==> src/hdl/eth_rx_pkg.sv <==
// ############################
// Shared types and constants for the Ethernet receive path.
// Parser, filter, register block and top level refer to these
// by scoped names.
// ############################

`default_nettype none

package eth_rx_pkg;

    typedef logic [47:0] mac_addr_t;
    typedef logic [15:0] eth_type_t;
    typedef logic [7:0]  byte_t;
    typedef logic [3:0]  hdr_idx_t;
    typedef logic [2:0]  cfg_addr_t;
    typedef logic [31:0] cfg_data_t;

    // dest_mac sits in the top bits, so wire byte 0 is bits 111:104
    typedef struct packed {
        mac_addr_t dest_mac;
        mac_addr_t src_mac;
        eth_type_t eth_type;
    } eth_hdr_t;

    typedef struct packed {
        byte_t data;
        logic  last;
        logic  user;
    } axis_byte_t;

    typedef struct packed {
        mac_addr_t local_mac;
        logic      promisc;
        logic      rx_enable;
    } filter_cfg_t;

    // one-cycle pulses
    typedef struct packed {
        logic accept;
        logic drop;
        logic hdr_err;
    } rx_event_t;

    localparam int        ETH_HDR_LEN   = 14;
    localparam mac_addr_t MAC_BROADCAST = '1;

    localparam cfg_addr_t REG_MAC_LO      = 3'd0;
    localparam cfg_addr_t REG_MAC_HI      = 3'd1;
    localparam cfg_addr_t REG_CTRL        = 3'd2;
    localparam cfg_addr_t REG_CNT_ACCEPT  = 3'd3;
    localparam cfg_addr_t REG_CNT_DROP    = 3'd4;
    localparam cfg_addr_t REG_CNT_HDR_ERR = 3'd5;

    typedef enum logic [1:0] {
        PS_IDLE,
        PS_READ_HEADER,
        PS_READ_PAYLOAD
    } parser_state_t;

    typedef enum logic [1:0] {
        FS_IDLE,
        FS_PASS,
        FS_DROP
    } filter_state_t;

endpackage

`default_nettype wire

==> src/hdl/eth_frame_filter.sv <==
// ############################
// Frame filter by destination MAC.
// Takes one header per frame, decides accept or drop from the
// configuration, then passes the payload through or drains it.
// Emits one accept or drop pulse per frame.
// ############################

`timescale 1ns/1ps
`default_nettype none

module eth_frame_filter (
    input  logic                    clk,
    input  logic                    rst,
    input  eth_rx_pkg::filter_cfg_t cfg,
    input  logic                    hdr_valid,
    input  eth_rx_pkg::eth_hdr_t    hdr,
    output logic                    hdr_ready,
    input  logic                    pay_valid,
    input  eth_rx_pkg::axis_byte_t  pay,
    output logic                    pay_ready,
    output logic                    out_hdr_valid,
    output eth_rx_pkg::eth_hdr_t    out_hdr,
    input  logic                    out_hdr_ready,
    output logic                    out_valid,
    output eth_rx_pkg::axis_byte_t  out,
    input  logic                    out_ready,
    output eth_rx_pkg::rx_event_t   events
);

    eth_rx_pkg::filter_state_t state_reg;
    eth_rx_pkg::eth_hdr_t      out_hdr_reg;

    logic out_hdr_valid_reg;
    logic accept_reg;
    logic drop_reg;
    logic hdr_fire;
    logic pay_done;
    logic dest_local;
    logic dest_bcast;
    logic accept;

    // one header per frame, and only once the previous one is gone
    assign hdr_ready = (state_reg == eth_rx_pkg::FS_IDLE) && !out_hdr_valid_reg;
    assign hdr_fire  = hdr_valid && hdr_ready;

    assign dest_local = hdr.dest_mac == cfg.local_mac;
    assign dest_bcast = hdr.dest_mac == eth_rx_pkg::MAC_BROADCAST;
    assign accept     = cfg.rx_enable && (dest_local || dest_bcast || cfg.promisc);

    assign pay_done = pay_valid && pay_ready && pay.last;

    assign out_hdr_valid = out_hdr_valid_reg;
    assign out_hdr       = out_hdr_reg;
    assign out           = pay;

    // header errors are counted from the parser directly
    assign events.accept  = accept_reg;
    assign events.drop    = drop_reg;
    assign events.hdr_err = 1'b0;

    always_comb begin
        out_valid = 1'b0;
        pay_ready = 1'b0;
        case (state_reg)
            eth_rx_pkg::FS_PASS: begin
                out_valid = pay_valid;
                pay_ready = out_ready;
            end
            eth_rx_pkg::FS_DROP: begin
                // drain and discard
                pay_ready = 1'b1;
            end
            default: begin
                out_valid = 1'b0;
            end
        endcase
    end

    always_ff @(posedge clk) begin
        if (rst) begin
            state_reg         <= eth_rx_pkg::FS_IDLE;
            out_hdr_valid_reg <= 1'b0;
            accept_reg        <= 1'b0;
            drop_reg          <= 1'b0;
        end else begin
            accept_reg <= 1'b0;
            drop_reg   <= 1'b0;
            if (out_hdr_valid_reg && out_hdr_ready) begin
                out_hdr_valid_reg <= 1'b0;
            end
            case (state_reg)
                eth_rx_pkg::FS_IDLE: begin
                    if (hdr_fire) begin
                        if (accept) begin
                            state_reg         <= eth_rx_pkg::FS_PASS;
                            out_hdr_valid_reg <= 1'b1;
                            accept_reg        <= 1'b1;
                        end else begin
                            state_reg <= eth_rx_pkg::FS_DROP;
                            drop_reg  <= 1'b1;
                        end
                    end
                end
                default: begin
                    if (pay_done) begin
                        state_reg <= eth_rx_pkg::FS_IDLE;
                    end
                end
            endcase
        end

        if (hdr_fire) begin
            out_hdr_reg <= hdr;
        end
    end

endmodule

`default_nettype wire

==> src/hdl/eth_hdr_parser.sv <==
// ############################
// Ethernet header parser.
// Strips the 14 header bytes off the incoming byte stream and
// presents them as one header word with its own handshake.
// Payload bytes leave through a registered two-entry skid buffer.
// Frames ending inside the header raise hdr_err.
// ############################

`timescale 1ns/1ps
`default_nettype none

module eth_hdr_parser (
    input  logic                   clk,
    input  logic                   rst,
    input  logic                   in_valid,
    input  eth_rx_pkg::axis_byte_t in,
    output logic                   in_ready,
    output logic                   hdr_valid,
    output eth_rx_pkg::eth_hdr_t   hdr,
    input  logic                   hdr_ready,
    output logic                   pay_valid,
    output eth_rx_pkg::axis_byte_t pay,
    input  logic                   pay_ready,
    output logic                   busy,
    output logic                   hdr_err
);

    localparam eth_rx_pkg::hdr_idx_t HDR_LAST =
        eth_rx_pkg::hdr_idx_t'(eth_rx_pkg::ETH_HDR_LEN - 1);

    eth_rx_pkg::parser_state_t state_reg, state_next;
    eth_rx_pkg::hdr_idx_t      ptr_reg, ptr_next;
    eth_rx_pkg::eth_hdr_t      hdr_reg;

    logic in_ready_reg, in_ready_next;
    logic hdr_valid_reg, hdr_valid_next;
    logic hdr_err_reg, hdr_err_next;
    logic busy_reg;
    logic store_hdr;
    logic in_fire;

    // payload side of the FSM feeding the skid buffer
    eth_rx_pkg::axis_byte_t pay_int;
    logic                   pay_valid_int;
    logic                   pay_ready_int_reg;
    logic                   pay_ready_int_early;

    // output register and temp register
    eth_rx_pkg::axis_byte_t pay_reg, temp_reg;
    logic pay_valid_reg, pay_valid_next;
    logic temp_valid_reg, temp_valid_next;
    logic store_int_to_out;
    logic store_int_to_temp;
    logic store_temp_to_out;

    assign in_fire   = in_valid && in_ready_reg;
    assign in_ready  = in_ready_reg;
    assign hdr_valid = hdr_valid_reg;
    assign hdr       = hdr_reg;
    assign busy      = busy_reg;
    assign hdr_err   = hdr_err_reg;
    assign pay_valid = pay_valid_reg;
    assign pay       = pay_reg;

    always_comb begin
        state_next     = state_reg;
        ptr_next       = ptr_reg;
        in_ready_next  = 1'b0;
        hdr_valid_next = hdr_valid_reg && !hdr_ready;
        hdr_err_next   = 1'b0;
        store_hdr      = 1'b0;
        pay_int        = '0;
        pay_valid_int  = 1'b0;

        case (state_reg)
            eth_rx_pkg::PS_IDLE: begin
                // hold off a new frame until the last header is taken
                ptr_next      = '0;
                in_ready_next = !hdr_valid_reg;
                if (in_fire) begin
                    store_hdr = 1'b1;
                    if (in.last) begin
                        hdr_err_next = 1'b1;
                    end else begin
                        ptr_next      = 4'd1;
                        in_ready_next = 1'b1;
                        state_next    = eth_rx_pkg::PS_READ_HEADER;
                    end
                end
            end
            eth_rx_pkg::PS_READ_HEADER: begin
                in_ready_next = 1'b1;
                if (in_fire) begin
                    store_hdr = 1'b1;
                    ptr_next  = ptr_reg + 4'd1;
                    if (in.last) begin
                        // truncated frame so no header goes out
                        hdr_err_next  = 1'b1;
                        in_ready_next = !hdr_valid_reg;
                        state_next    = eth_rx_pkg::PS_IDLE;
                    end else if (ptr_reg == HDR_LAST) begin
                        hdr_valid_next = 1'b1;
                        in_ready_next  = pay_ready_int_early;
                        state_next     = eth_rx_pkg::PS_READ_PAYLOAD;
                    end
                end
            end
            eth_rx_pkg::PS_READ_PAYLOAD: begin
                in_ready_next = pay_ready_int_early;
                pay_int       = in;
                pay_valid_int = in_valid;
                if (in_fire && in.last) begin
                    in_ready_next = !hdr_valid_reg;
                    state_next    = eth_rx_pkg::PS_IDLE;
                end
            end
            default: begin
                state_next = eth_rx_pkg::PS_IDLE;
            end
        endcase
    end

    always_ff @(posedge clk) begin
        if (rst) begin
            state_reg     <= eth_rx_pkg::PS_IDLE;
            ptr_reg       <= '0;
            in_ready_reg  <= 1'b0;
            hdr_valid_reg <= 1'b0;
            hdr_err_reg   <= 1'b0;
            busy_reg      <= 1'b0;
        end else begin
            state_reg     <= state_next;
            ptr_reg       <= ptr_next;
            in_ready_reg  <= in_ready_next;
            hdr_valid_reg <= hdr_valid_next;
            hdr_err_reg   <= hdr_err_next;
            busy_reg      <= state_next != eth_rx_pkg::PS_IDLE;
        end

        // byte n of the header lands MSB first
        if (store_hdr) begin
            hdr_reg[(eth_rx_pkg::ETH_HDR_LEN - 1 - ptr_reg) * 8 +: 8] <= in.data;
        end
    end

    // input may be taken next cycle unless the temp slot would fill up
    assign pay_ready_int_early = pay_ready
                               || (!temp_valid_reg && (!pay_valid_reg || !pay_valid_int));

    always_comb begin
        pay_valid_next    = pay_valid_reg;
        temp_valid_next   = temp_valid_reg;
        store_int_to_out  = 1'b0;
        store_int_to_temp = 1'b0;
        store_temp_to_out = 1'b0;

        if (pay_ready_int_reg) begin
            if (pay_ready || !pay_valid_reg) begin
                pay_valid_next   = pay_valid_int;
                store_int_to_out = 1'b1;
            end else begin
                // output stalled so park the byte
                temp_valid_next   = pay_valid_int;
                store_int_to_temp = 1'b1;
            end
        end else if (pay_ready) begin
            pay_valid_next    = temp_valid_reg;
            temp_valid_next   = 1'b0;
            store_temp_to_out = 1'b1;
        end
    end

    always_ff @(posedge clk) begin
        if (rst) begin
            pay_valid_reg     <= 1'b0;
            temp_valid_reg    <= 1'b0;
            pay_ready_int_reg <= 1'b0;
        end else begin
            pay_valid_reg     <= pay_valid_next;
            temp_valid_reg    <= temp_valid_next;
            pay_ready_int_reg <= pay_ready_int_early;
        end

        if (store_int_to_out) begin
            pay_reg <= pay_int;
        end else if (store_temp_to_out) begin
            pay_reg <= temp_reg;
        end

        if (store_int_to_temp) begin
            temp_reg <= pay_int;
        end
    end

endmodule

`default_nettype wire

==> src/hdl/eth_rx_regs.sv <==
// ############################
// Configuration and statistics registers.
// Holds the local MAC and control bits for the filter and
// counts accepted, dropped and truncated frames.
// Reads return one cycle after cfg_rd.
// ############################

`timescale 1ns/1ps
`default_nettype none

module eth_rx_regs (
    input  logic                    clk,
    input  logic                    rst,
    input  logic                    cfg_wr,
    input  logic                    cfg_rd,
    input  eth_rx_pkg::cfg_addr_t   cfg_addr,
    input  eth_rx_pkg::cfg_data_t   cfg_wdata,
    output eth_rx_pkg::cfg_data_t   cfg_rdata,
    output eth_rx_pkg::filter_cfg_t cfg,
    input  eth_rx_pkg::rx_event_t   events,
    input  logic                    hdr_err
);

    eth_rx_pkg::cfg_data_t mac_lo_reg;
    logic [15:0]           mac_hi_reg;
    logic                  rx_enable_reg;
    logic                  promisc_reg;
    eth_rx_pkg::cfg_data_t cnt_accept_reg;
    eth_rx_pkg::cfg_data_t cnt_drop_reg;
    eth_rx_pkg::cfg_data_t cnt_hdr_err_reg;

    assign cfg.local_mac = {mac_hi_reg, mac_lo_reg};
    assign cfg.promisc   = promisc_reg;
    assign cfg.rx_enable = rx_enable_reg;

    always_ff @(posedge clk) begin
        if (rst) begin
            mac_lo_reg      <= '0;
            mac_hi_reg      <= '0;
            rx_enable_reg   <= 1'b0;
            promisc_reg     <= 1'b0;
            cnt_accept_reg  <= '0;
            cnt_drop_reg    <= '0;
            cnt_hdr_err_reg <= '0;
            cfg_rdata       <= '0;
        end else begin
            if (cfg_wr) begin
                case (cfg_addr)
                    eth_rx_pkg::REG_MAC_LO: mac_lo_reg <= cfg_wdata;
                    eth_rx_pkg::REG_MAC_HI: mac_hi_reg <= cfg_wdata[15:0];
                    eth_rx_pkg::REG_CTRL: begin
                        rx_enable_reg <= cfg_wdata[0];
                        promisc_reg   <= cfg_wdata[1];
                    end
                    default: begin
                        // counters are read only
                    end
                endcase
            end

            // counters wrap
            cnt_accept_reg  <= cnt_accept_reg + 32'(events.accept);
            cnt_drop_reg    <= cnt_drop_reg + 32'(events.drop);
            cnt_hdr_err_reg <= cnt_hdr_err_reg + 32'(events.hdr_err || hdr_err);

            if (cfg_rd) begin
                case (cfg_addr)
                    eth_rx_pkg::REG_MAC_LO:      cfg_rdata <= mac_lo_reg;
                    eth_rx_pkg::REG_MAC_HI:      cfg_rdata <= {16'd0, mac_hi_reg};
                    eth_rx_pkg::REG_CTRL:        cfg_rdata <= {30'd0, promisc_reg, rx_enable_reg};
                    eth_rx_pkg::REG_CNT_ACCEPT:  cfg_rdata <= cnt_accept_reg;
                    eth_rx_pkg::REG_CNT_DROP:    cfg_rdata <= cnt_drop_reg;
                    eth_rx_pkg::REG_CNT_HDR_ERR: cfg_rdata <= cnt_hdr_err_reg;
                    default:                     cfg_rdata <= '0;
                endcase
            end
        end
    end

endmodule

`default_nettype wire

==> src/hdl/eth_rx_top.sv <==
// ############################
// Ethernet receive top level.
// Byte stream in, filtered header and payload out, with a small
// register port for configuration and statistics.
// ############################

`timescale 1ns/1ps
`default_nettype none

module eth_rx_top (
    input  logic                   clk,
    input  logic                   rst,
    input  logic                   in_valid,
    input  eth_rx_pkg::axis_byte_t in,
    output logic                   in_ready,
    output logic                   out_hdr_valid,
    output eth_rx_pkg::eth_hdr_t   out_hdr,
    input  logic                   out_hdr_ready,
    output logic                   out_valid,
    output eth_rx_pkg::axis_byte_t out,
    input  logic                   out_ready,
    input  logic                   cfg_wr,
    input  logic                   cfg_rd,
    input  eth_rx_pkg::cfg_addr_t  cfg_addr,
    input  eth_rx_pkg::cfg_data_t  cfg_wdata,
    output eth_rx_pkg::cfg_data_t  cfg_rdata,
    output logic                   busy
);

    // parser to filter
    logic                    hdr_valid;
    eth_rx_pkg::eth_hdr_t    hdr;
    logic                    hdr_ready;
    logic                    pay_valid;
    eth_rx_pkg::axis_byte_t  pay;
    logic                    pay_ready;

    // status and configuration
    logic                    hdr_err;
    eth_rx_pkg::filter_cfg_t cfg;
    eth_rx_pkg::rx_event_t   events;

    eth_hdr_parser i_parser (
        .clk       (clk),
        .rst       (rst),
        .in_valid  (in_valid),
        .in        (in),
        .in_ready  (in_ready),
        .hdr_valid (hdr_valid),
        .hdr       (hdr),
        .hdr_ready (hdr_ready),
        .pay_valid (pay_valid),
        .pay       (pay),
        .pay_ready (pay_ready),
        .busy      (busy),
        .hdr_err   (hdr_err)
    );

    eth_frame_filter i_filter (
        .clk           (clk),
        .rst           (rst),
        .cfg           (cfg),
        .hdr_valid     (hdr_valid),
        .hdr           (hdr),
        .hdr_ready     (hdr_ready),
        .pay_valid     (pay_valid),
        .pay           (pay),
        .pay_ready     (pay_ready),
        .out_hdr_valid (out_hdr_valid),
        .out_hdr       (out_hdr),
        .out_hdr_ready (out_hdr_ready),
        .out_valid     (out_valid),
        .out           (out),
        .out_ready     (out_ready),
        .events        (events)
    );

    eth_rx_regs i_regs (
        .clk       (clk),
        .rst       (rst),
        .cfg_wr    (cfg_wr),
        .cfg_rd    (cfg_rd),
        .cfg_addr  (cfg_addr),
        .cfg_wdata (cfg_wdata),
        .cfg_rdata (cfg_rdata),
        .cfg       (cfg),
        .events    (events),
        .hdr_err   (hdr_err)
    );

endmodule

`default_nettype wire

==> config.mk <==
export PLATFORM = sky130hd
export DESIGN_NAME = eth_rx_top
export DESIGN_NICKNAME = d
export VERILOG_FILES = /design/src/hdl/eth_rx_pkg.sv /design/src/hdl/eth_frame_filter.sv /design/src/hdl/eth_hdr_parser.sv /design/src/hdl/eth_rx_regs.sv /design/src/hdl/eth_rx_top.sv
export SDC_FILE = /design/constraint.sdc
export NUM_CORES = 1
export LEC_CHECK = 0
export ABC_AREA = 1
export BUFFER_PORTS_ARGS = -buffer_cell sky130_fd_sc_hd__buf_4
export CELL_PAD_IN_SITES_DETAIL_PLACEMENT = 0
export CELL_PAD_IN_SITES_GLOBAL_PLACEMENT = 1
export CORE_MARGIN = 2
export CORE_UTILIZATION = 49
export DETAILED_ROUTE_END_ITERATION = 16
export GPL_TIMING_DRIVEN = 0
export PLACE_DENSITY_LB_ADDON = 0.1
export REMOVE_ABC_BUFFERS = 1
export SKIP_LAST_GASP = 1
export SYNTH_ARGS = -nofsm -noshare
export SYNTH_HDL_FRONTEND = slang
export SYNTH_SLANG_ARGS = --single-unit
export TNS_END_PERCENT = 50
==> constraint.sdc <==
create_clock -name clk -period 18.8 [get_ports clk]
set_input_delay 0 -clock clk [delete_from_list [all_inputs] [get_ports clk]]
set_output_delay 0 -clock clk [all_outputs]
set_load 0.005 [all_outputs]
== Word-level counts from Yosys, hierarchy flattened ==
Index checks and enable logic that the tools add are counted.

* Bits in read-only memories: 0
* Output and inout port bits: 158
* Latch bits: 0
* Memories kept: 0
* Memory bits (writable): 0
* Flip-flop bits (word level): 440
* Logic and storage cells: 155

* $mul: 0
* Equality and inequality tests: 16
* Bitwise gates (word level): 4
* Multiplexer cells: 55
* Order comparisons: 0
* Shifts and indexed selects: 2
* Reduce and logical (&&, ||, !) cells: 39
* Divide/modulo/power cells: 0
* Add/subtract/negate cells: 6

{| class="wikitable"
|+ Operators with widths
! cell !! count
|-
| $pmux 32 s6 || 1
|-
| $bwmux 112 || 1
|-
| $shift 8x34->112 const A || 1
|-
| $shiftx 8x34->112 || 1
|-
| $add 32x1->32 || 3
|-
| $eq 48x48->1 || 1
|-
| $eq 48x48->1 const B || 1
|-
| $mux 1 || 34
|-
| $neg 32->34 || 1
|-
| $mux 10 || 3
|-
| $mux 2 || 10
|-
| $reduce_and 2->1 || 7
|-
| $logic_and 1x1->1 || 10
|-
| $reduce_bool 2->1 || 5
|-
| $mux 4 || 2
|-
| $pmux 4 s2 || 1
|-
| $eq 3x2->1 const B || 2
|-
| $eq 3x3->1 const B || 2
|-
| $logic_not 1->1 || 6
|-
| $pmux 2 s3 || 1
|-
| $reduce_or 3->1 || 2
|-
| $logic_or 1x1->1 || 5
|-
| $sub 4x4->5 const A || 1
|-
| $add 4x1->4 const B || 1
|-
| 12 further kinds || 20
|}

== Longest topological paths before layout ==
Gate-level depths: netlist (run 1).

* Depth in word-level cells: 10
* Gate-level depth with buffers: 16

== Hierarchy ==
Synthesis (run 1) repeated with hierarchy kept, for this count alone.

* Cells, all modules: 2334
* Area, all modules: 20141.8 µm²

{| class="wikitable"
|+ By module, submodules not included
! module !! cells an instance !! area each (µm²) !! seq. area each (µm²) !! instances
|-
| eth_rx_regs || 1397 || 9167.5 || 3563.4 || 1
|-
| eth_hdr_parser || 576 || 6277.3 || 4224.1 || 1
|-
| eth_frame_filter || 361 || 4697.0 || 3463.3 || 1
|}

== Worst setup path before layout (run 1) ==
No wires, ideal clock.

* Path type: flip-flop to flip-flop
* From: register i_filter.state_reg[0]
* To: register i_filter.state_reg[0]
* Required time: 18730 ps
* Path slack: 9476 ps
* Period minus slack after synthesis: 9324 ps
* Library setup time: 70 ps
* Stages on the path, launching flop included: 8
* Path buffers: 0
* Data arrival time: 9255 ps
* Cell sequence: dfxtp_1 > inv_1 > ha_1 > inv_1 > nor3_1 > o21bai_1 > o21ai_0 > a21oi_1

{| class="wikitable"
|+ RTL lines
! what !! RTL line !! source
|-
| start: declaration || eth_frame_filter.sv:30 || <nowiki>eth_rx_pkg::filter_state_t state_reg;</nowiki>
|-
| start signal: assignment || eth_frame_filter.sv:81 || <nowiki>state_reg <= eth_rx_pkg::FS_IDLE;</nowiki>
|-
| start signal: assignment || eth_frame_filter.sv:95 || <nowiki>state_reg <= eth_rx_pkg::FS_PASS;</nowiki>
|-
| start signal: assignment || eth_frame_filter.sv:99 || <nowiki>state_reg <= eth_rx_pkg::FS_DROP;</nowiki>
|-
| $logic_not 2->1 || eth_frame_filter.sv:43 || <nowiki>assign hdr_ready = (state_reg == eth_rx_pkg::FS_IDLE) && !out_hdr_valid_reg;</nowiki>
|-
| $logic_and 1x1->1 || eth_frame_filter.sv:43 ||
|-
| $logic_and 1x1->1 || eth_frame_filter.sv:44 || <nowiki>assign hdr_fire = hdr_valid && hdr_ready;</nowiki>
|-
| via i_filter.hdr_fire || eth_frame_filter.sv:36 || <nowiki>logic hdr_fire;</nowiki>
|-
| $ne 2x1->1 (no line) || n/a ||
|-
| $reduce_and 2->1 (no line) || n/a ||
|}

The timed path passes the listed nets, and every way through them passes these cells.
A chain may end at the register's enable or synchronous reset.

==> results of run 1 <==
## metrics by stage
stage / total power [mW] / util [%] / hold slack (ns)
after detailed placement: 1.12 / 54.9 / 0.242
final: 2.08 / 60.5 / 0.0864
after global placement: 1.12 / 54.4 / 0.240
after floorplan: 1.08 / - / 0.0691
after CTS: 2.10 / 60.5 / 0.0598
after global routing: 2.14 / 60.5 / 0.123
## timing repair
item	in CTS	in global routing
endpoints found under the setup margin	0	0
endpoints found under the hold margin	120	0
hold buffers	52	0
setup buffers	0	0
## cell type report
class                           count  area, sq um  area share (%)
Multi-Input combinational cell   1304         6540            28.1
Clock inverter                     21          269            1.16
Timing Repair Buffer              276         2260            9.72
Antenna cell                        1         2.50          0.0107
Sequential cell                   440        11300            48.3
Tap cell                          518          648            2.78
Inverter                          248          933            4.01
Clock buffer                       64         1370            5.89
## power by group through the flow
stage                     Sequential [mW]  Clock, mW  Combinational [mW]
final                                1.02      0.973              0.0852
after global routing                 1.02       1.03              0.0930
after CTS                            1.02      0.989              0.0848
after detailed placement             1.04          0              0.0761
after global placement               1.04          0              0.0745
after floorplan                      1.04          0              0.0366
## layer usage
layer | vias up | track usage, % | share of wire, % | wire length, um
li1 | 7456 | - | - | -
met1 | 7339 | 34.1 | 41 | 22200
met2 | 495 | 46.6 | 49 | 27000
met3 | 104 | 5.24 | 7.0 | 3830
met4 | 0 | 9.10 | 2.8 | 1550
met5 | - | 0 | 0 | 0
## logic make-up after synthesis
logic type / count (synthesis) / share of synthesized area (%)
adders and majority gates: 22 / 1.45
DFF: 440 / 59.2
muxes: 10 / 0.593
and+or+nand+nor: 882 / 20.4
xor gates and xnor gates: 38 / 1.75
AOI/OAI and AO/OA: 352 / 10.1
buffers and inverters: 322 / 6.48
## synth_stat cells, types with 2 or more instances
cell type  number
or2_0           3
inv_2           3
ha_1           22
nor2_1        274
inv_1         244
edfxtp_1      244
nor4_1         23
a211oi_1        4
o21a_1         11
buf_2          12
mux2_2         10
nor3_2          2
o22ai_1        31
nand2_2        10
nand2_1       344
o21ai_1         2
buf_4           2
nand3_1        85
nor2_2         11
buf_1           3
o21ai_0       127
nand3_2         5
a21oi_1       149
nand2_4         2
clkbuf_1       57
nor3b_1         6
dfxtp_1       196
nor3_1         77
nor2_4          8
nand4_1        25
xnor2_1        32
o221ai_1        6
a22oi_1         4
o31ai_1         4
o21bai_1        2
xor2_1          6
o211ai_1        4
a31oi_1         3
or2_2           4
## worst max-delay path by stage
| stage | start | endpoint | slack [ns] |
|---|---|---|---|
| floorplan | i_filter.state_reg[0] | i_filter.state_reg[0] | 9.44 |
| global placement | i_filter.state_reg[0] | i_filter.drop_reg | 5.66 |
| detailed placement | i_parser.ptr_reg[0] | i_parser.hdr[95] | 14.16 |
| CTS | i_parser.ptr_reg[0] | i_parser.hdr[91] | 14.13 |
| global route | i_parser.ptr_reg[0] | i_parser.hdr[27] | 13.81 |
| finish | i_parser.ptr_reg[0] | i_parser.hdr[94] | 14.02 |
## worst min-delay path, delay by kind of cell
kind	cells	cell delay, ns
buf+inv	1	0.11
simple gates	2	0.25
compound gates	2	0.27
## cell usage in the layout (no fill, tap or decap), drive strengths merged, types with 7 or more instances in the layout
master	n
nand2	356
nor4	23
dfxtp	196
dlygate4sd3	52
or2	8
ha	22
nand4	25
o21ai	129
edfxtp	244
clkbuf	64
nor2	293
xnor2	32
nand3	90
nor3b	7
inv	249
buf	224
a21oi	149
o21a	11
clkinv	14
nor3	80
o22ai	31
mux2	10
==> summary.json, run 1 <==
{
  "status": {
    "run_status": "completed"
  },
  "yosys": {
    "synth-seq-area-share_pct": 59.2,
    "post_synth_num_cell_types": 48,
    "postSynth.asyncResetShare_pct": 0,
    "synth_area_leaders": "edfxtp_1, dfxtp_1, nand2_1",
    "synth_edf_count": 244,
    "yosys_reg_bits": 440,
    "cell_type_contributing_the_most_total_cell_area_after_synthesis": "edfxtp_1",
    "syn_avg_cell_area_sq_um": 9.19,
    "post-synth-top-area-fraction_pct": 38.6,
    "synth.cell_area_sq_mm": 0.0190,
    "syn_inst": 2066,
    "warnings_from_yosys": 0,
    "ys.flop_type": "edfxtp_1"
  },
  "detailed_routing": {
    "wire_per_inst_um": 19.0,
    "detail_route.iter0.violations": 1096,
    "per_cell_via_count_in_the_routed_design": 5.36,
    "drt_drc_violations_left": 0,
    "wl_mm": 54.6,
    "vias": 15400,
    "drtPass1Iterations": 6,
    "route.antenna.remaining_nets": 0
  },
  "sta": {
    "min_period_ns": 4.78,
    "finalWorstSetupSlack_ns": 14.02,
    "final_hold_viol_count": 0,
    "worst-slew-pin-transition_ns": 1.35,
    "timing_max_transition_violations_final": 0,
    "setup_failing_eps_final": 0,
    "max-slew-margin-rel_pct": 9.81,
    "max_freq_mhz": 209,
    "grt_setup_unrepaired": "false",
    "worst_clock_skew_ns": 0.0181,
    "fin_crit_sh_pct": 25.4,
    "final.setup.tns_ns": 0
  },
  "critical_path": {
    "cp_data_required_time_ns": 19.01,
    "arrival_time_at_the_worst_endpoint_ns": 4.99,
    "path_max_fanout": 33,
    "endpoint_kind": "flip-flop",
    "path_cells": "nand4_1, nor2_1, inv_1, ha_1, o21bai_1, a211oi_1, nand3_1, nor2_1, nand3_1, nor2_1",
    "start_kind": "flip-flop",
    "rrSetupSlack_ns": 14.02,
    "r2r_start": "i_parser.ptr_reg[0]",
    "timing.setup.critical_path_class": "flip-flop to flip-flop",
    "slowest_stage_cell_on_the_critical_path": "dfxtp_1",
    "cpPeakStageDelay_ns": 1.09,
    "cp_top_family": "simple AND/OR/NAND/NOR gates",
    "most_frequent_cell_on_the_critical_path": "nor2_1",
    "timing.critical_path.depth": 10,
    "r2r.worst_path.cells": 10,
    "worst-path-buf-inv": 1,
    "reg2reg_to": "i_parser.hdr[94]"
  },
  "floorplanning": {
    "placeableCoreArea_sq_mm": 0.0385,
    "dieHeight_um": 201,
    "std_cell_rows": 72,
    "chipWidth_um": 201,
    "floorplan.die_area_sq_mm": 0.0403,
    "num_io_pins": 210,
    "start_util_pct": 49.4
  },
  "placement": {
    "io_buffer_count": 209,
    "gp_congestion": 0.947,
    "dpl.cell_count": 2734,
    "dp_hpwl_mm": 39.2,
    "place_area_sq_mm": 0.0211,
    "post-place-ws_ns": 14.16
  },
  "hold_path": {
    "worstHoldPathCells": 5,
    "holdCritPathClass": "input pin to flip-flop",
    "worst_hold_path.endpoint": "i_regs.cfg_rdata[0]",
    "worstHoldStart": "cfg_addr[1]"
  },
  "power": {
    "share_clk_of_total_power_pct": 46.8,
    "power_frac_seq_pct": 49.1,
    "intPower_mw": 1.63,
    "swShare_pct": 21.8,
    "power-per-cell-area_mw_per_mm2": 89.3,
    "p_comb_share_pct": 4.1,
    "peakVddDrop_uv": 79.9,
    "leakagePower_nw": 8.43,
    "power.switching_mw": 0.454
  },
  "clocking": {
    "cts.htree.levels": 2,
    "tritoncts.num_buffers": 47,
    "buffer_depth_of_the_longest_clock_path": 3,
    "cts.reportedPaths.clkPinSlew_ns": 0.06,
    "clock-sinks": 440,
    "tritoncts": "built",
    "clock_tree.root_cell": "clkbuf_16",
    "clk-insertion-delay-late_ns": 0.59,
    "post_cts_resized": 0
  },
  "finish": {
    "nets": 2391,
    "drive_gt1_share_pct": 15.3,
    "design_area_sq_mm": 0.0233,
    "fillers": 3301,
    "finish.cell_count_without_fillers": 2872,
    "synthesis_to_finish_area_growth_pct": 22.6
  },
  "grt": {
    "globalRouteOverflowTotal": 0,
    "grt_pass1_wl_mm": 84.3,
    "first_global_vias": 14800,
    "track_usage_pct": 27.0,
    "grt_max_degree": 106,
    "grt_antenna_before_repair": 1
  },
  "job": {
    "max_cap_violations": 0
  }
}
(Power assumes the default switching activity.)
==> run 2, diff against run 1 <==
--- a/config.mk
+++ b/config.mk
@@ -10,7 +10,7 @@
 export CELL_PAD_IN_SITES_DETAIL_PLACEMENT = 0
 export CELL_PAD_IN_SITES_GLOBAL_PLACEMENT = 1
 export CORE_MARGIN = 2
-export CORE_UTILIZATION = 49
+export CORE_UTILIZATION = 41
 export DETAILED_ROUTE_END_ITERATION = 16
 export GPL_TIMING_DRIVEN = 0
 export PLACE_DENSITY_LB_ADDON = 0.1
==> constraint.sdc (replaced) <==
create_clock -name clk -period 3.91 [get_ports clk]
set_input_delay 0 -clock clk [delete_from_list [all_inputs] [get_ports clk]]
set_output_delay 0 -clock clk [all_outputs]
set_load 0.005 [all_outputs]
==> summary.json, run 2 (synthesis gave the netlist of run 1 again) <==
{
  "sta": {
    "worst_clock_skew": {"value": 0.0148, "unit": "ns", "change": "was 0.0181 ns"},
    "min_period": {"value": 3.74, "unit": "ns", "change": "was 4.78 ns"},
    "fin_crit_sh": {"value": 95.7, "unit": "%", "change": "was 25.4%"},
    "final_hold_viol_count": {"value": 0, "change": "unchanged"},
    "final.setup.tns": {"value": 0, "unit": "ns", "change": "unchanged"},
    "worst-slew-pin-transition": {"value": 1.36, "unit": "ns", "change": "was 1.35 ns"},
    "setup_failing_eps_final": {"value": 0, "change": "unchanged"},
    "grt_setup_unrepaired": {"value": "true", "change": "was false"},
    "max-slew-margin-rel": {"value": 9.39, "unit": "%", "change": "was 9.81%"},
    "max_freq": {"value": 267, "unit": "MHz", "change": "was 209 MHz"},
    "timing_max_transition_violations_final": {"value": 0, "change": "unchanged"},
    "finalWorstSetupSlack": {"value": 0.168, "unit": "ns", "change": "was 14.02 ns"}
  },
  "floorplanning": {
    "dieHeight": {"value": 219, "unit": "um", "change": "was 201 um"},
    "num_io_pins": {"value": 210, "change": "unchanged"},
    "floorplan.die_area": {"value": 0.0481, "unit": "sq mm", "change": "was 0.0403 sq mm"},
    "std_cell_rows": {"value": 78, "change": "was 72"},
    "start_util": {"value": 41.7, "unit": "%", "change": "was 49.4%"},
    "placeableCoreArea": {"value": 0.0456, "unit": "sq mm", "change": "was 0.0385 sq mm"},
    "chipWidth": {"value": 219, "unit": "um", "change": "was 201 um"}
  },
  "power": {
    "leakagePower": {"value": 8.41, "unit": "nW", "change": "was 8.43 nW"},
    "peakVddDrop": {"value": 274, "unit": "uV", "change": "was 79.9 uV"},
    "power-per-cell-area": {"value": 419, "unit": "mW/mm^2", "change": "was 89.3 mW/mm^2"},
    "total_chip_power": {"value": 9.82, "unit": "mW", "change": "was 2.08 mW"}
  },
  "finish": {
    "num_antenna_cells": {"value": 0, "change": "was 1"},
    "fraction_of_the_core_area_covered_by_cells_at_the_end_of_the_flow": {"value": 51.4, "unit": "%", "change": "was 60.5%"},
    "finish.cell_count_without_fillers": {"value": 2964, "change": "was 2872"},
    "leading_cell_type_in_the_layout_fill_and_taps_excluded": {"value": "nand2_1", "change": "unchanged"},
    "layout.cells.most_common_list": {"value": "nand2_1, nor2_1, inv_1, edfxtp_1, buf_4", "change": "unchanged"},
    "synthesis_to_finish_area_growth": {"value": 23.4, "unit": "%", "change": "was 22.6%"},
    "nets": {"value": 2398, "change": "was 2391"},
    "fillers": {"value": 4263, "change": "was 3301"},
    "drive_gt1_share": {"value": 15.9, "unit": "%", "change": "was 15.3%"}
  },
  "placement": {
    "io_buffer_count": {"value": 209, "change": "unchanged"},
    "dpl.cell_count": {"value": 2818, "change": "was 2734"},
    "gp_congestion": {"value": 0.863, "change": "was 0.947"},
    "post-place-ws": {"value": -0.836, "unit": "ns", "change": "was 14.16 ns"},
    "dp_hpwl": {"value": 41.5, "unit": "mm", "change": "was 39.2 mm"}
  },
  "detailed_routing": {
    "per_cell_via_count_in_the_routed_design": {"value": 5.12, "change": "was 5.36"},
    "route.antenna.remaining_nets": {"value": 0, "change": "unchanged"},
    "drtPass1Iterations": {"value": 5, "change": "was 6"},
    "drt_drc_violations_left": {"value": 0, "change": "unchanged"},
    "detail_route.iter0.violations": {"value": 1081, "change": "was 1096"},
    "wire_per_inst": {"value": 19.3, "unit": "um", "change": "was 19.0 um"},
    "wl": {"value": 57.2, "unit": "mm", "change": "was 54.6 mm"},
    "vias": {"value": 15200, "change": "was 15400"}
  },
  "critical_path": {
    "path_cells": {"value": "inv_1, nor3_1, inv_1, ha_1, nor2_1, inv_2, nor2_1, nand2_1, nor4_2, buf_4", "change": "was nand4_1, nor2_1, inv_1, ha_1, o21bai_1, a211oi_1, nand3_1, nor2_1, nand3_1, nor2_1"},
    "cpPeakStageDelay": {"value": 0.66, "unit": "ns", "change": "was 1.09 ns"},
    "path_max_fanout": {"value": 33, "change": "unchanged"},
    "slowest_stage_cell_on_the_critical_path": {"value": "nor4_2", "change": "was dfxtp_1"},
    "cp_data_required_time": {"value": 4.23, "unit": "ns", "change": "was 19.01 ns"},
    "endpoint_kind": {"value": "flip-flop", "change": "unchanged"},
    "r2r_start": {"value": "i_parser.ptr_reg[1]", "change": "was i_parser.ptr_reg[0]"},
    "timing.setup.critical_path_class": {"value": "flip-flop to flip-flop", "change": "unchanged"},
    "setup.worst_path.start": {"value": "i_parser.ptr_reg[1]", "change": "was i_parser.ptr_reg[0]"},
    "arrival_time_at_the_worst_endpoint": {"value": 4.06, "unit": "ns", "change": "was 4.99 ns"},
    "start_kind": {"value": "flip-flop", "change": "unchanged"}
  },
  "hold_path": {
    "worstHoldStart": {"value": "cfg_addr[1]", "change": "unchanged"},
    "holdCritPathClass": {"value": "input pin to flip-flop", "change": "unchanged"}
  },
  "grt": {
    "met2_usage": {"value": 40.2, "unit": "%", "change": "was 46.6%"},
    "grt_max_degree": {"value": 106, "change": "unchanged"},
    "grt_antenna_before_repair": {"value": 0, "change": "was 1"},
    "track_usage": {"value": 23.7, "unit": "%", "change": "was 27.0%"},
    "most_used_routing_layer": {"value": "met2", "change": "unchanged"},
    "globalRouteOverflowTotal": {"value": 0, "change": "unchanged"},
    "global_routing_usage_on_met3": {"value": 4.39, "unit": "%", "change": "was 5.24%"},
    "gr_met1_demand_resource": {"value": 30.4, "unit": "%", "change": "was 34.1%"},
    "grt_pass1_wl": {"value": 86.1, "unit": "mm", "change": "was 84.3 mm"},
    "first_global_vias": {"value": 14800, "change": "about the same"}
  },
  "clocking": {
    "clock_tree.root_cell": {"value": "clkbuf_16", "change": "unchanged"},
    "tritoncts": {"value": "built", "change": "unchanged"},
    "clock-sinks": {"value": 440, "change": "unchanged"},
    "clk-insertion-delay-late": {"value": 0.60, "unit": "ns", "change": "was 0.59 ns"},
    "cts.htree.levels": {"value": 2, "change": "unchanged"},
    "tritoncts.num_buffers": {"value": 48, "change": "was 47"},
    "buffer_depth_of_the_longest_clock_path": {"value": 3, "change": "unchanged"},
    "cts.reportedPaths.clkPinSlew": {"value": 0.06, "unit": "ns", "change": "about the same"}
  },
  "job": {
    "max_cap_violations": {"value": 0, "change": "unchanged"}
  },
  "status": {
    "run_status": {"value": "completed", "change": "unchanged"}
  }
}
==> run 2: cell count changes in the layout (fill, tap and decap cells not counted), moves of 3 or more <==
cell / previous run / this run
bufinv_16: 5 / 2
clkbuf_1: 5 / 14
clkbuf_8: 11 / 4
nor2_1: 274 / 264
nor2_2: 11 / 15
nor2_4: 8 / 14
==> run 2: layer usage <==
layer	routed length, um	part of all wire, %	vias up
li1	-	-	7462
met1	24300	42	7225
met2	27700	49	391
met3	3450	6.0	90
met4	1720	3.0	0
met5	0	0	-
==> run 2: critical path: cells and delay by family (launching register included) <==
kind / cells / cell delay (ns)
fa+ha+maj: 1 / 0.43
buf+inv: 4 / 0.91
flops: 1 / 0.41
simple gates: 5 / 1.69
==> run 2: final timing paths <==
path / to / slack (ns) / cells past startpoint
max: i_parser.hdr[62] / 0.17 / 10
min: i_regs.cfg_rdata[0] / 0.06 / 5
max reg2reg: i_parser.hdr[62] / 0.17 / 10
min reg2reg: i_filter.out_hdr[36] / 0.41 / 0
==> run 2: per-stage QoR <==
step	instance area, sq um	hold WS (ns)
2_1_floorplan	18700	0.0691
3_3_place_gp	21000	0.232
3_5_place_dp	21200	0.231
4_1_cts	23400	0.0356
5_1_grt	23400	0.0649
6_report	23400	0.0565
==> run 2: report_power, final <==
part / switching (mW) / internal (mW) / leakage [nW] / total (mW)
sequential: 0.0376 / 4.88 / 3.59 / 4.92
combinational: 0.268 / 0.150 / 4.07 / 0.418
clock: 1.95 / 2.54 / 0.752 / 4.49
==> run 2: timing repair <==
item | CTS | global route
buffers inserted | 0 | 2
hold buffers | 54 | 0
pin swaps | 0 | 2
endpoints found under the hold margin | 123 | 0
resized for setup | 12 | 10
endpoints found under the setup margin | 151 | 95
==> run 2: area by class of cell <==
class	instances	area [sq um]	area share (%)
inverter	248	933	3.98
sequential	440	11300	48.0
clock buffer	67	1330	5.69
timing repair buffer	282	2350	10.0
multi-input combinational	1304	6620	28.2
clock inverter	23	206	0.881
tap	600	751	3.20
==> run 3, diff against run 2 <==
--- a/config.mk
+++ b/config.mk
@@ -5,17 +5,15 @@
 export SDC_FILE = /design/constraint.sdc
 export NUM_CORES = 1
 export LEC_CHECK = 0
-export ABC_AREA = 1
 export BUFFER_PORTS_ARGS = -buffer_cell sky130_fd_sc_hd__buf_4
 export CELL_PAD_IN_SITES_DETAIL_PLACEMENT = 0
 export CELL_PAD_IN_SITES_GLOBAL_PLACEMENT = 1
 export CORE_MARGIN = 2
-export CORE_UTILIZATION = 41
+export CORE_UTILIZATION = 46
 export DETAILED_ROUTE_END_ITERATION = 16
 export GPL_TIMING_DRIVEN = 0
 export PLACE_DENSITY_LB_ADDON = 0.1
 export REMOVE_ABC_BUFFERS = 1
-export SKIP_LAST_GASP = 1
 export SYNTH_ARGS = -nofsm -noshare
 export SYNTH_HDL_FRONTEND = slang
 export SYNTH_SLANG_ARGS = --single-unit
==> constraint.sdc (replaced) <==
create_clock -name clk -period 3.9 [get_ports clk]
set_input_delay 0 -clock clk [delete_from_list [all_inputs] [get_ports clk]]
set_output_delay 0 -clock clk [all_outputs]
set_load 0.005 [all_outputs]
==> summary.json, run 3 <==
{
  "yosys": {
    "synth-seq-area-share": {"value": 61.4, "unit": "%", "change": "was 59.2%"},
    "warnings_from_yosys": {"value": 0, "change": "unchanged"},
    "ys.flop_type": {"value": "edfxtp_1", "change": "unchanged"},
    "post-synth-top-area-fraction": {"value": 40.0, "unit": "%", "change": "was 38.6%"},
    "post-synth-top-count-cell": {"value": "edfxtp_1", "change": "was nand2_1"},
    "postSynth.asyncResetShare": {"value": 0, "unit": "%", "change": "unchanged"},
    "syn_avg_cell_area": {"value": 11.1, "unit": "sq um", "change": "was 9.19 sq um"},
    "commonest_cells_in_the_synthesized_netlist": {"value": "edfxtp_1, dfxtp_1, nor2_1, nand2_1, a21oi_1", "change": "was nand2_1, nor2_1, edfxtp_1, inv_1, dfxtp_1"},
    "synth.cell_area": {"value": 0.0183, "unit": "sq mm", "change": "was 0.0190 sq mm"},
    "synth_edf_count": {"value": 244, "change": "unchanged"},
    "syn_inst": {"value": 1650, "change": "was 2066"},
    "cell_type_contributing_the_most_total_cell_area_after_synthesis": {"value": "edfxtp_1", "change": "unchanged"},
    "synth_area_leaders": {"value": "edfxtp_1, dfxtp_1, nor2_1", "change": "was edfxtp_1, dfxtp_1, nand2_1"},
    "yosys_reg_bits": {"value": 440, "change": "unchanged"},
    "post_synth_num_cell_types": {"value": 60, "change": "was 48"}
  },
  "critical_path": {
    "r2r.worst_path.cells": {"value": 10, "change": "unchanged"},
    "cp_data_required_time": {"value": 4.17, "unit": "ns", "change": "was 4.23 ns"},
    "reg2reg_to": {"value": "i_parser.hdr[55]", "change": "was i_parser.hdr[62]"},
    "arrival_time_at_the_worst_endpoint": {"value": 4.14, "unit": "ns", "change": "was 4.06 ns"},
    "path_cells": {"value": "ha_4, xnor2_4, or3b_4, nand2b_4, ha_4, or4b_4, or4_4, a2111o_1, or2_4, nor2_4", "change": "was inv_1, nor3_1, inv_1, ha_1, nor2_1, inv_2, nor2_1, nand2_1, nor4_2, buf_4"},
    "timing.setup.critical_path_class": {"value": "flip-flop to flip-flop", "change": "unchanged"},
    "setup.worst_path.start": {"value": "i_parser.ptr_reg[2]", "change": "was i_parser.ptr_reg[1]"},
    "most_frequent_cell_on_the_critical_path": "ha_4",
    "endpoint_kind": {"value": "flip-flop", "change": "unchanged"},
    "critPathCapture": {"value": "i_parser.hdr[55]", "change": "was i_parser.hdr[62]"},
    "rrSetupSlack": {"value": 0.03, "unit": "ns", "change": "was 0.17 ns"},
    "r2r_start": {"value": "i_parser.ptr_reg[2]", "change": "was i_parser.ptr_reg[1]"},
    "path_max_fanout": {"value": 8, "change": "was 33"},
    "start_kind": {"value": "flip-flop", "change": "unchanged"},
    "cpPeakStageDelay": {"value": 0.54, "unit": "ns", "change": "was 0.66 ns"},
    "cp_top_family": {"value": "simple AND/OR/NAND/NOR gates", "change": "unchanged"},
    "slowest_stage_cell_on_the_critical_path": {"value": "a2111o_1", "change": "was nor4_2"},
    "timing.critical_path.depth": {"value": 10, "change": "unchanged"},
    "worst-path-buf-inv": {"value": 0, "change": "was 4"}
  },
  "placement": {
    "dpl.cell_count": {"value": 2304, "change": "was 2818"},
    "io_buffer_count": {"value": 209, "change": "unchanged"},
    "gp_congestion": {"value": 0.831, "change": "was 0.863"},
    "dp_hpwl": {"value": 34.5, "unit": "mm", "change": "was 41.5 mm"}
  },
  "power": {
    "swShare": {"value": 21.1, "unit": "%", "change": "was 22.9%"},
    "peakVddDrop": {"value": 298, "unit": "uV", "change": "was 274 uV"},
    "p_comb_share": {"value": 3.6, "unit": "%", "change": "was 4.3%"},
    "intPower": {"value": 7.62, "unit": "mW", "change": "was 7.57 mW"},
    "share_clk_of_total_power": {"value": 45.5, "unit": "%", "change": "was 45.7%"},
    "power-per-cell-area": {"value": 426, "unit": "mW/mm^2", "change": "was 419 mW/mm^2"},
    "leakagePower": {"value": 7.93, "unit": "nW", "change": "was 8.41 nW"},
    "power_frac_seq": {"value": 50.9, "unit": "%", "change": "was 50.0%"},
    "power.switching": {"value": 2.04, "unit": "mW", "change": "was 2.25 mW"}
  },
  "clocking": {
    "clock-sinks": {"value": 440, "change": "unchanged"},
    "cts.htree.levels": {"value": 2, "change": "unchanged"},
    "tritoncts.num_buffers": {"value": 46, "change": "was 48"},
    "cts.reportedPaths.clkPinSlew": {"value": 0.06, "unit": "ns", "change": "about the same"},
    "tritoncts": {"value": "built", "change": "unchanged"},
    "buffer_depth_of_the_longest_clock_path": {"value": 3, "change": "unchanged"},
    "clk-insertion-delay-late": {"value": 0.59, "unit": "ns", "change": "was 0.60 ns"},
    "clock_tree.root_cell": {"value": "clkbuf_16", "change": "unchanged"}
  },
  "floorplanning": {
    "chipWidth": {"value": 204, "unit": "um", "change": "was 219 um"},
    "placeableCoreArea": {"value": 0.0395, "unit": "sq mm", "change": "was 0.0456 sq mm"},
    "start_util": {"value": 46.3, "unit": "%", "change": "was 41.7%"},
    "num_io_pins": {"value": 210, "change": "unchanged"},
    "std_cell_rows": {"value": 73, "change": "was 78"},
    "floorplan.die_area": {"value": 0.0415, "unit": "sq mm", "change": "was 0.0481 sq mm"},
    "dieHeight": {"value": 204, "unit": "um", "change": "was 219 um"}
  },
  "grt": {
    "grt_max_degree": {"value": 95, "change": "was 106"},
    "first_global_vias": {"value": 12300, "change": "was 14800"},
    "grt_pass1_wl": {"value": 74.8, "unit": "mm", "change": "was 86.1 mm"},
    "track_usage": {"value": 24.0, "unit": "%", "change": "was 23.7%"},
    "grt_antenna_before_repair": {"value": 2, "change": "was 0"},
    "globalRouteOverflowTotal": {"value": 0, "change": "unchanged"}
  },
  "detailed_routing": {
    "route.antenna.remaining_nets": {"value": 0, "change": "unchanged"},
    "drt_drc_violations_left": {"value": 0, "change": "unchanged"},
    "drtPass1Iterations": {"value": 6, "change": "was 5"},
    "wl": {"value": 49.5, "unit": "mm", "change": "was 57.2 mm"},
    "per_cell_via_count_in_the_routed_design": {"value": 5.41, "change": "was 5.12"},
    "detail_route.iter0.violations": {"value": 1123, "change": "was 1081"},
    "vias": {"value": 13200, "change": "was 15200"},
    "wire_per_inst": {"value": 20.2, "unit": "um", "change": "was 19.3 um"}
  },
  "sta": {
    "final.setup.tns": {"value": 0, "unit": "ns", "change": "unchanged"},
    "setup_failing_eps_final": {"value": 0, "change": "unchanged"},
    "final_hold_viol_count": {"value": 0, "change": "unchanged"},
    "worst_clock_skew": {"value": 0.0184, "unit": "ns", "change": "was 0.0148 ns"},
    "timing_max_transition_violations_final": {"value": 0, "change": "unchanged"},
    "fin_crit_sh": {"value": 99.2, "unit": "%", "change": "was 95.7%"},
    "max_freq": {"value": 258, "unit": "MHz", "change": "was 267 MHz"},
    "grt_setup_unrepaired": {"value": "true", "change": "unchanged"},
    "max-slew-margin-rel": {"value": 14.0, "unit": "%", "change": "was 9.39%"},
    "min_period": {"value": 3.87, "unit": "ns", "change": "was 3.74 ns"},
    "worst-slew-pin-transition": {"value": 1.29, "unit": "ns", "change": "was 1.36 ns"},
    "fin_hold_ws": {"value": 0.189, "unit": "ns", "change": "was 0.0565 ns"}
  },
  "job": {
    "max_cap_violations": {"value": 0, "change": "unchanged"}
  },
  "finish": {
    "fillers": {"value": 3334, "change": "was 4263"},
    "drive_gt1_share": {"value": 18.3, "unit": "%", "change": "was 15.9%"},
    "nets": {"value": 1959, "change": "was 2398"},
    "finish.cell_count_without_fillers": {"value": 2446, "change": "was 2964"},
    "layout.cells.most_common_list": {"value": "edfxtp_1, buf_4, dfxtp_1, nand2_1, nor2_1", "change": "was nand2_1, nor2_1, inv_1, edfxtp_1, buf_4"},
    "leading_cell_type_in_the_layout_fill_and_taps_excluded": {"value": "edfxtp_1", "change": "was nand2_1"},
    "synthesis_to_finish_area_growth": {"value": 23.6, "unit": "%", "change": "was 23.4%"},
    "num_antenna_cells": {"value": 0, "change": "unchanged"}
  },
  "hold_path": {
    "holdCritPathClass": {"value": "input pin to flip-flop", "change": "unchanged"}
  },
  "status": {
    "run_status": {"value": "completed", "change": "unchanged"}
  }
}
## run 3: cell count changes in the layout (fill, tap and decap cells not counted), moves of 37 or more
cell / before / now
inv_1: 244 / 24
and2_1: 0 / 96
a21oi_1: 149 / 111
nand3_1: 85 / 41
nor2_1: 264 / 151
nor2b_1: 0 / 37
nand2_1: 343 / 152
o21ai_0: 126 / 40
xor2_1: 6 / 69
nor3_1: 76 / 32
## run 3: worst min path at each step
stage / start / end / slack [ns] / depth (start not counted)
finish: cfg_addr[2] / i_regs.cfg_rdata[0] / 0.19 / 4
global route: cfg_addr[2] / i_regs.cfg_rdata[0] / 0.24 / 4
detailed placement: cfg_wdata[31] / i_regs.mac_lo_reg[31] / 0.26 / 3
CTS: cfg_addr[2] / i_regs.cfg_rdata[0] / 0.14 / 4
floorplan: rst / i_parser.pay_ready_int_reg / 0.07 / 1
global placement: cfg_wdata[30] / i_regs.mac_lo_reg[30] / 0.25 / 3
## run 3: timing repair
action | CTS | global route
pin swaps | 4 | 5
hold buffers | 51 | 0
gates resized for setup | 37 | 6
setup buffers | 3 | 4
endpoints found under the setup margin | 112 | 92
endpoints found under the hold margin | 197 | 0
gates cloned | 0 | 0
## run 3: routing by layer
metal	global-route usage [%]	up-vias	share of wire [%]
li1	-	6357	-
met1	34.2	6371	45
met2	37.3	439	46
met3	4.67	58	7.2
met4	6.36	0	1.7
met5	0	-	0
## run 3: kinds of logic after synthesis
| family | synth area share, % |
|---|---|
| XOR/XNOR | 5.69 |
| multiplexers | 1.95 |
| AO/OA/AOI/OAI | 8.18 |
| adder cells (fa/ha/maj) | 1.50 |
| flip-flops | 61.4 |
| AND/OR/NAND/NOR | 19.0 |
| buffers and inverters | 2.31 |
## run 3: tightest hold or removal path, delay by kind of cell
kind                   cells  cell delay, ns
buffers and inverters      1            0.22
AO/OA/AOI/OAI              2            0.31
AND/OR/NAND/NOR            1            0.15
## run 3: layout make-up
cell class                      count  area [sq um]  share of cell area [%]
Sequential cell                   440         11300                    49.7
Multi-Input combinational cell   1098          6850                    30.2
Timing Repair Buffer              273          2260                    9.99
Clock buffer                       68          1360                    5.98
Tap cell                          525           657                    2.90
Clock inverter                     16           170                   0.751
Inverter                           26           100                   0.442
## run 3: through the flow
step	setup WS, ns	utilization [%]	area (sq um)	power (mW)
6_report	0.0297	57.3	22700	9.65
5_1_grt	-0.0353	57.3	22700	9.96
4_1_cts	0.00518	57.2	22600	9.74
3_5_place_dp	-0.746	51.5	20400	5.31
3_3_place_gp	-1.00	51.2	20200	5.30
2_1_floorplan	-0.0473	-	18000	5.10
## run 3: power by group through the flow
stage	clock (mW)	combinational [mW]	sequential [mW]
6_report	4.40	0.346	4.91
4_1_cts	4.48	0.345	4.91
3_5_place_dp	0	0.300	5.01
5_1_grt	4.67	0.374	4.91
3_3_place_gp	0	0.287	5.01
2_1_floorplan	0	0.100	5.00
